--- config.mk ---
export PLATFORM = sky130hd
export DESIGN_NAME = zports_top
export DESIGN_NICKNAME = d
export VERILOG_FILES = /design/src/rtl/zports_pkg.sv /design/src/rtl/io_strobe.sv /design/src/rtl/port_decode.sv /design/src/rtl/read_mux.sv /design/src/rtl/sd_port.sv /design/src/rtl/sys_regs.sv /design/src/rtl/zports_top.sv
export SDC_FILE = /design/constraint.sdc
export NUM_CORES = 1
export LEC_CHECK = 0
export BUFFER_PORTS_ARGS = -buffer_cell sky130_fd_sc_hd__buf_2
export CAP_MARGIN = 20
export CORE_MARGIN = 10
export CORE_UTILIZATION = 43
export CTS_CLUSTER_SIZE = 10
export DETAILED_ROUTE_END_ITERATION = 7
export HOLD_SLACK_MARGIN = 0.05
export PLACE_DENSITY = 0.81
export SLEW_MARGIN = 25
export SYNTH_ARGS = -nofsm -noshare
export SYNTH_HDL_FRONTEND = slang
export SYNTH_SLANG_ARGS = --single-unit
--- constraint.sdc ---
create_clock -name zclk -period 1.9 [get_ports zclk]
set_input_delay 0.095 -clock zclk [delete_from_list [all_inputs] [get_ports zclk]]
set_output_delay 0.095 -clock zclk [all_outputs]
set_load 0.02 [all_outputs]
--- src/rtl/zports_pkg.sv ---
// z80 port block shared definitions
// port addresses, register bit positions, bus-side structs

package zports_pkg;

	// low address byte of each kept port
	localparam logic [7:0] port_fe    = 8'hfe; // keyboard, tape, border
	localparam logic [7:0] port_fd    = 8'hfd; // 7ffd paging, fffd/bffd ay
	localparam logic [7:0] port_f7    = 8'hf7; // eff7
	localparam logic [7:0] port_bf    = 8'hbf; // shadow / rom write config
	localparam logic [7:0] port_joy   = 8'h1f; // kempston
	localparam logic [7:0] port_mouse = 8'hdf; // kempston mouse
	localparam logic [7:0] port_sdcfg = 8'h77; // sd card config
	localparam logic [7:0] port_sddat = 8'h57; // sd card spi data

	localparam logic [7:0] byte_idle  = 8'hff; // floating bus value

	// register bit positions
	localparam int fe_mic       = 3; // tape out
	localparam int fe_ear       = 4; // beeper
	localparam int p7ffd_rom    = 4;
	localparam int p7ffd_lock   = 5; // 48k lock
	localparam int eff7_block1m = 2;
	localparam int eff7_ram0    = 3;
	localparam int bf_shadow    = 0;
	localparam int bf_romrw     = 1;
	localparam int sdcfg_cs     = 1;

	// port selects, address and shadow already applied
	typedef struct packed {
		logic fe;
		logic p7ffd;
		logic peff7;
		logic bf;
		logic joy;
		logic mouse;
		logic sd_cfg_rd;
		logic sd_cfg_wr;
		logic sd_dat_wr;
		logic sd_dat;
		logic ext;       // fffd, data comes from the ay chip
	} port_sel_t;

	typedef struct packed {
		logic wr;
		logic rd;
	} io_strobe_t;

	typedef struct packed {
		logic [7:0] p7ffd;
		logic [7:0] peff7;
		logic [5:0] page;
		logic       rom;
		logic       ram0_0;
		logic       on_1m;
		logic       romrw_en;
	} mem_cfg_t;

endpackage

--- src/rtl/io_strobe.sv ---
// z80 i/o cycle edge detector
// one zclk strobe per read or write cycle

`timescale 1ns/1ps

module io_strobe (
	input  logic                   zclk,
	input  logic                   rst_n,
	input  logic                   iorq_n,
	input  logic                   rd_n,
	input  logic                   wr_n,
	output zports_pkg::io_strobe_t strb
);

	logic wr_act, rd_act;     // bus activity now
	logic wr_act_q, rd_act_q; // activity one cycle ago

	assign wr_act = ~(iorq_n | wr_n);
	assign rd_act = ~(iorq_n | rd_n);

	always_ff @(posedge zclk or negedge rst_n)
	begin
		if (!rst_n)
		begin
			wr_act_q <= 1'b0;
			rd_act_q <= 1'b0;
			strb     <= '0;
		end
		else
		begin
			wr_act_q <= wr_act;
			rd_act_q <= rd_act;
			strb.wr  <= wr_act & ~wr_act_q; // rising edge of activity only
			strb.rd  <= rd_act & ~rd_act_q;
		end
	end

endmodule

--- src/rtl/port_decode.sv ---
// port address decode with dos shadow rule
// also porthit, bus drive enable and ay bc1/bdir

`timescale 1ns/1ps

module port_decode (
	input  logic [15:0]           a,
	input  logic                  shadow,
	input  logic                  iorq_n,
	input  logic                  rd_n,
	input  logic                  wr_n,
	output zports_pkg::port_sel_t sel,
	output logic                  porthit,
	output logic                  dataout,
	output logic                  ay_bc1,
	output logic                  ay_bdir
);

	logic [7:0] loa;
	logic       is_fe, is_fd, is_f7, is_bf;
	logic       is_joy, is_mouse, is_sdcfg, is_sddat;
	logic       pre_bc1, pre_bdir;

	assign loa = a[7:0];

	// raw low byte compares
	assign is_fe    = (loa == zports_pkg::port_fe);
	assign is_fd    = (loa == zports_pkg::port_fd);
	assign is_f7    = (loa == zports_pkg::port_f7);
	assign is_bf    = (loa == zports_pkg::port_bf);
	assign is_joy   = (loa == zports_pkg::port_joy);
	assign is_mouse = (loa == zports_pkg::port_mouse);
	assign is_sdcfg = (loa == zports_pkg::port_sdcfg);
	assign is_sddat = (loa == zports_pkg::port_sddat);

	//////////////////////////////////////////////////////////////////////
	// qualified selects

	always_comb
	begin
		sel.fe        = is_fe;
		sel.p7ffd     = is_fd & ~a[15];
		sel.peff7     = is_f7 & ~a[12] & ~shadow;
		sel.bf        = is_bf;
		sel.joy       = is_joy & ~shadow;   // 1f belongs to the fdc in dos
		sel.mouse     = is_mouse;
		sel.sd_cfg_rd = is_sdcfg & ~shadow;
		// in shadow 57 doubles as config when a15 is set
		sel.sd_cfg_wr = (is_sdcfg & ~shadow) | (is_sddat & shadow & a[15]);
		sel.sd_dat_wr = (is_sddat & ~shadow) | (is_sddat & shadow & ~a[15]);
		sel.sd_dat    = is_sddat;
		sel.ext       = is_fd & (a[15:14] == 2'b11);
	end

	// every port this block answers
	assign porthit = is_fe | is_fd | is_mouse | is_sdcfg | is_sddat | is_bf |
	                 (is_joy & ~shadow) | (is_f7 & ~shadow);

	// fffd is read from the ay, not from us
	assign dataout = porthit & ~iorq_n & ~rd_n & ~sel.ext;

	//////////////////////////////////////////////////////////////////////
	// ay chip select

	always_comb
	begin
		pre_bc1  = 1'b0;
		pre_bdir = 1'b0;
		if (is_fd && a[15:14] == 2'b11)      // fffd, register select / read
		begin
			pre_bc1  = 1'b1;
			pre_bdir = 1'b1;
		end
		else if (is_fd && a[15:14] == 2'b10) // bffd, data write
			pre_bdir = 1'b1;
	end

	assign ay_bc1  = pre_bc1 & ~iorq_n & (~rd_n | ~wr_n);
	assign ay_bdir = pre_bdir & ~iorq_n & ~wr_n;

endmodule

--- src/rtl/read_mux.sv ---
// port read data to the z80
// keyboard/tape, kempston joystick and mouse, sd card

`timescale 1ns/1ps

module read_mux (
	input  zports_pkg::port_sel_t sel,
	input  logic [4:0]            keys_in,
	input  logic                  tape_read,
	input  logic [4:0]            kj_in,
	input  logic [7:0]            mus_in,
	input  logic [7:0]            sd_dataout,
	output logic [7:0]            dout
);

	// selects are exclusive, order does not matter
	always_comb
	begin
		if (sel.fe)
			dout = {1'b1, tape_read, 1'b0, keys_in};
		else if (sel.joy)
			dout = {3'b000, kj_in};
		else if (sel.mouse)
			dout = mus_in;
		else if (sel.sd_cfg_rd)
			dout = 8'h00;            // card present, not write protected
		else if (sel.sd_dat)
			dout = sd_dataout;
		else
			dout = zports_pkg::byte_idle;
	end

endmodule

--- src/rtl/sd_port.sv ---
// sd card port, chip select, spi start and data byte

`timescale 1ns/1ps

module sd_port (
	input  logic                   zclk,
	input  logic                   rst_n,
	input  logic [7:0]             din,
	input  logic                   wr_n,
	input  zports_pkg::io_strobe_t strb,
	input  zports_pkg::port_sel_t  sel,
	output logic                   sdcs_n,
	output logic                   sd_start,
	output logic [7:0]             sd_datain
);

	// card deselected out of reset
	always_ff @(posedge zclk or negedge rst_n)
	begin
		if (!rst_n)
			sdcs_n <= 1'b1;
		else if (strb.wr && sel.sd_cfg_wr)
			sdcs_n <= din[zports_pkg::sdcfg_cs];
	end

	assign sd_start  = (strb.rd | strb.wr) & sel.sd_dat; // a read also clocks spi
	assign sd_datain = wr_n ? zports_pkg::byte_idle : din; // ff shifted out on reads

endmodule

--- src/rtl/sys_regs.sv ---
// system registers fe, 7ffd, eff7, bf
// border/beeper, pentagon 1m paging with lock rules, shadow enable

`timescale 1ns/1ps

module sys_regs (
	input  logic                   zclk,
	input  logic                   rst_n,
	input  logic [7:0]             din,
	input  logic [15:0]            a,
	input  logic                   dos,
	input  logic [1:0]             rstrom,
	input  zports_pkg::io_strobe_t strb,
	input  zports_pkg::port_sel_t  sel,
	output logic                   shadow,
	output logic [2:0]             border,
	output logic                   beep,
	output zports_pkg::mem_cfg_t   cfg
);

	logic [7:0] p7ffd_r;
	logic [7:0] peff7_r;
	logic       shadow_en;  // bf bit 0
	logic       romrw_en;   // bf bit 1
	logic [1:0] rom_sync;   // reset release sync for the rom bit
	logic       block1m;
	logic       block7ffd;

	assign shadow    = dos | shadow_en;
	assign block1m   = peff7_r[zports_pkg::eff7_block1m];
	assign block7ffd = p7ffd_r[zports_pkg::p7ffd_lock] & block1m;

	// fe: border + beeper
	always_ff @(posedge zclk or negedge rst_n)
	begin
		if (!rst_n)
		begin
			border <= 3'd0;
			beep   <= 1'b0;
		end
		else if (strb.wr && sel.fe)
		begin
			border <= din[2:0];
			beep   <= din[zports_pkg::fe_ear] ^ din[zports_pkg::fe_mic]; // shared pin
		end
	end

	//////////////////////////////////////////////////////////////////////
	// paging

	always_ff @(posedge zclk or negedge rst_n)
	begin
		if (!rst_n)
			rom_sync <= 2'b11;
		else
			rom_sync <= {rom_sync[0], 1'b0};
	end

	always_ff @(posedge zclk or negedge rst_n)
	begin
		if (!rst_n)
			p7ffd_r <= 8'h00;
		else
		begin
			if (strb.wr && sel.p7ffd && !block7ffd) // locked in 48k mode
				p7ffd_r <= din;
			if (rom_sync[1])
				p7ffd_r[zports_pkg::p7ffd_rom] <= rstrom[0]; // boot rom choice
		end
	end

	always_ff @(posedge zclk or negedge rst_n)
	begin
		if (!rst_n)
			peff7_r <= 8'h00;
		else if (strb.wr && sel.peff7)
			peff7_r <= din;
	end

	// bf: shadow enable, rom write enable
	always_ff @(posedge zclk or negedge rst_n)
	begin
		if (!rst_n)
		begin
			shadow_en <= 1'b0;
			romrw_en  <= 1'b0;
		end
		else if (strb.wr && sel.bf)
		begin
			shadow_en <= din[zports_pkg::bf_shadow];
			romrw_en  <= din[zports_pkg::bf_romrw];
		end
	end

	//////////////////////////////////////////////////////////////////////
	// outputs, 128k view when 1m is blocked

	always_comb
	begin
		cfg.p7ffd    = {(block1m ? 3'b000 : p7ffd_r[7:5]), p7ffd_r[4:0]};
		cfg.peff7    = block1m ? {peff7_r[7], 1'b0, peff7_r[5:4], 3'b000, peff7_r[0]}
		                       : peff7_r;
		cfg.page     = {p7ffd_r[7:5], p7ffd_r[2:0]}; // full 1m page
		cfg.rom      = p7ffd_r[zports_pkg::p7ffd_rom];
		cfg.ram0_0   = peff7_r[zports_pkg::eff7_ram0];
		cfg.on_1m    = ~block1m;
		cfg.romrw_en = romrw_en;
	end

endmodule

--- src/rtl/zports_top.sv ---
// z80 i/o port block top
// strobes, decode, registers, sd card and read mux

`timescale 1ns/1ps

module zports_top (
	input  logic        zclk,
	input  logic        rst_n,
	input  logic [7:0]  din,
	output logic [7:0]  dout,
	output logic        dataout,
	input  logic [15:0] a,
	input  logic        iorq_n,
	input  logic        rd_n,
	input  logic        wr_n,
	output logic        porthit,
	input  logic [4:0]  keys_in,
	input  logic [7:0]  mus_in,
	input  logic [4:0]  kj_in,
	output logic [2:0]  border,
	output logic        beep,
	input  logic        dos,
	output logic        ay_bdir,
	output logic        ay_bc1,
	output logic [7:0]  p7ffd,
	output logic [7:0]  peff7,
	input  logic [1:0]  rstrom,
	input  logic        tape_read,
	output logic        sdcs_n,
	output logic        sd_start,
	output logic [7:0]  sd_datain,
	input  logic [7:0]  sd_dataout,
	output logic        romrw_en,
	output logic        pent1m_ram0_0,
	output logic        pent1m_1m_on,
	output logic [5:0]  pent1m_page,
	output logic        pent1m_rom
);

	zports_pkg::io_strobe_t strb;
	zports_pkg::port_sel_t  sel;
	zports_pkg::mem_cfg_t   cfg;
	logic                   shadow;

	io_strobe u_strobe (.zclk, .rst_n, .iorq_n, .rd_n, .wr_n, .strb);

	port_decode u_decode (.a, .shadow, .iorq_n, .rd_n, .wr_n, .sel, .porthit,
	                      .dataout, .ay_bc1, .ay_bdir);

	sys_regs u_regs (.zclk, .rst_n, .din, .a, .dos, .rstrom, .strb, .sel, .shadow,
	                 .border, .beep, .cfg);

	sd_port u_sd (.zclk, .rst_n, .din, .wr_n, .strb, .sel, .sdcs_n, .sd_start, .sd_datain);

	read_mux u_rmux (.sel, .keys_in, .tape_read, .kj_in, .mus_in, .sd_dataout, .dout);

	// paging fields out to the memory pager
	assign p7ffd         = cfg.p7ffd;
	assign peff7         = cfg.peff7;
	assign pent1m_page   = cfg.page;
	assign pent1m_rom    = cfg.rom;
	assign pent1m_ram0_0 = cfg.ram0_0;
	assign pent1m_1m_on  = cfg.on_1m;
	assign romrw_en      = cfg.romrw_en;

endmodule

==> results.json <==
{
  "status": "complete, no violations",
  "drive_gt1_frac": 0.5693,
  "cts_sinks": 29,
  "period_needed_ns": 1.813,
  "htreeDepth": 2,
  "clkPwrFrac": 0.347,
  "cp.arrival_ns": 1.72,
  "p_comb_frac": 0.168,
  "period_share": 0.9542,
  "drv_slew": 0,
  "p_int_w": 0.0009912,
  "max_freq_mhz": 551.6,
  "final_nets": 332,
  "clk_latency_ns": 0.27,
  "tightest_slew_ns": 0.6144,
  "synth_edf_count": 0,
  "max-vdd-ir-drop_mv": 0.4634,
  "rrSetupSlack_ns": 0.23,
  "grt_pass1_vias": 1732,
  "leakage_nw": 1.264,
  "grt_max_degree": 30,
  "ant_nets": 0,
  "clk_pin_slew_ns": 0.06,
  "areaGrowthSynthToFinish_pct": 38.44,
  "relSlewSlack": 0.5904,
  "netlist_instances": 169,
  "p_switching_w": 0.0003366,
  "die-area_um2": 7015,
  "mostFrequentLayoutCells": "buf_2 (101), dfrtp_1 (26), mux2_2 (19), nor2_1 (18), or2_2 (8)",
  "grt-ovfl-total": 0,
  "yosys_most_used_dff": "dfrtp_1",
  "die_h_um": 83.76,
  "switching_share": 0.2535,
  "post_cts_buffers": 0,
  "hold_start": "rstrom[0]",
  "min_path_type": "in2reg",
  "final_common_cell": "buf_2",
  "ys_seq_area_frac": 0.4173,
  "ctsLongestPathBuffers": 2,
  "drt-initial-drc-count": 148,
  "viasPerCell": 5.247,
  "end_kind": "output pin",
  "hpwlAfterDp_mm": 4.375,
  "r2r-end": "u_regs.p7ffd_r[3]",
  "syn_area_per_cell_um2": 10.34,
  "antenna_found_initial": 0,
  "fillers": 348,
  "dieWidth_um": 83.76,
  "start_kind": "flop",
  "reg2reg_depth": 3,
  "gp_congestion": 0.8110,
  "grt_pass1_wl_mm": 8.825,
  "multi_input_area_um2": 953.4,
  "firstDrtPassIters": 4,
  "fin_util": 0.6093,
  "io_buffers": 103,
  "hold_viol_final": 0,
  "synthArstFlopShare": 1.000,
  "start_util": 0.4401,
  "ys_warn_count": 0,
  "ios": 111,
  "numCtsBuffers": 5,
  "wl_mm": 5.453,
  "dp.cells": 312,
  "core-area_um2": 3971,
  "p_per_area_nw_per_um2": 548.7,
  "avgRoutedWirePerCell_um": 16.83,
  "ys_ff_latch": 29,
  "cts_root_buffer": "clkbuf_8",
  "final_cells": 324,
  "vias": 1700,
  "yosysUniqueCellTypes": 44,
  "cap_violations": 0,
  "r2r_start": "u_regs.p7ffd_r[5]",
  "cts_tree": "built",
  "setup_violations": 0,
  "track_usage": 0.1512,
  "register_area_um2": 729.5,
  "worstPathMaxFanout": 4,
  "cp.required_ns": 1.80,
  "worst-setup-path-type": "reg2out",
  "route.detailed.drc": 0,
  "skew_ns": 0.002509,
  "holdPathStages": 2,
  "rsz0062_at_grt": "no",
  "diodes": 0,
  "synth_area_um2": 1748,
  "row_count": 23,
  "seq_power_share": 0.485,
  "hold_end": "u_regs.p7ffd_r[4]",
  "setup-tns-final_ns": 0
}
worst max path at each step:
stage,slack [ns],start,end,cells past startpoint
2_1_floorplan,0.18,u_regs.shadow_en,dout[0],5
5_1_grt,0.004,u_regs.shadow_en,dataout,5
3_5_place_dp,0.17,a[3],u_regs.p7ffd_r[3],5
3_3_place_gp,0.23,a[3],u_regs.p7ffd_r[3],5
6_report,0.09,u_regs.shadow_en,dataout,5
4_1_cts,0.003,u_regs.shadow_en,dout[4],5
sequential cells by signal (all words and copies together) (netlist names):
register	count
u_regs.beep	1
u_regs.border	3
u_regs.p7ffd_r	8
u_regs.peff7_r	8
u_regs.rom_sync	2
u_regs.romrw_en	1
u_regs.shadow_en	1
u_sd.sdcs_n	1
u_strobe.rd_act_q	1
u_strobe.strb	2
u_strobe.wr_act_q	1
cells by family after synthesis:
family | after synthesis | share of synthesized area
XOR/XNOR | 1 | 0.005012
AND/OR/NAND/NOR | 66 | 0.2233
multiplexers | 22 | 0.1482
flip-flops | 29 | 0.4173
buffers and inverters | 17 | 0.05941
other | 1 | 0.002145
AO/OA/AOI/OAI | 33 | 0.1446
layer usage:
layer | wire length (um) | vias to the layer above | track usage
met5 | 0 | - | 0
met4 | 156 | 0 | 0.07306
met3 | 245 | 12 | 0.02930
met2 | 2892 | 59 | 0.2530
met1 | 2158 | 800 | 0.1797
li1 | - | 829 | -
worst max-delay path, cell delays in order (launching register included):
cell	delay, ns
dfrtp_1	0.41
or4b_4	0.51
nand2_1	0.09
a21oi_1	0.08
a31oi_1	0.19
buf_4	0.17
cell usage after synthesis (2+ instances only):
library cell  instances  area share
mux2_4                3       0.026
a22oi_1               5       0.021
dfrtp_1              26        0.37
buf_4                10       0.043
and3_1                4       0.014
o32ai_1               5       0.025
a211oi_1              2      0.0086
nor3_1                7       0.020
nor2_1               18       0.039
buf_2                 2      0.0057
dfstp_2               3       0.045
o21ai_0               5       0.014
mux2_2               19        0.12
nand4_1               2      0.0072
nor2b_1               7       0.025
o21a_1                7       0.030
or2_2                 8       0.029
clkbuf_1              2      0.0043
nand3_1               7       0.020
inv_1                 3      0.0064
layout make-up:
cell class	instances	share of cell area
sequential	29	0.3014
inverter	3	0.004654
timing repair buffer	110	0.2410
multi-input combinational	124	0.3940
clock buffer	8	0.03309
tap	50	0.02585
what timing repair did:
item | in CTS | in global routing
endpoints found under the setup margin | 0 | 8
endpoints found under the hold margin | 29 | 0
resized for setup | 0 | 10
hold buffers | 4 | 0
power groups by stage:
| stage | logic [W] | clock network, W | registers (W) |
|---|---|---|---|
| CTS | 0.000220 | 0.000478 | 0.000644 |
| global placement | 0.000210 | 0 | 0.000654 |
| global route | 0.000246 | 0.000515 | 0.000646 |
| detailed placement | 0.000213 | 0 | 0.000654 |
| floorplan | 0.0000944 | 0 | 0.000662 |
| finish | 0.000223 | 0.000460 | 0.000644 |
stage by stage:
stage	power, W	worst slack [ns]	hold WS (ns)	instance area [um2]
6_report	0.001328	0.08695	0.07618	2420
5_1_grt	0.001407	0.004198	0.07864	2420
4_1_cts	0.001343	0.002521	0.06807	2380
3_5_place_dp	0.0008674	0.1653	0.1410	2260
3_3_place_gp	0.0008639	0.2271	0.1416	2260
2_1_floorplan	0.0007559	0.1824	-0.2006	1752
Note: power is estimated with default switching activity, not from simulation.
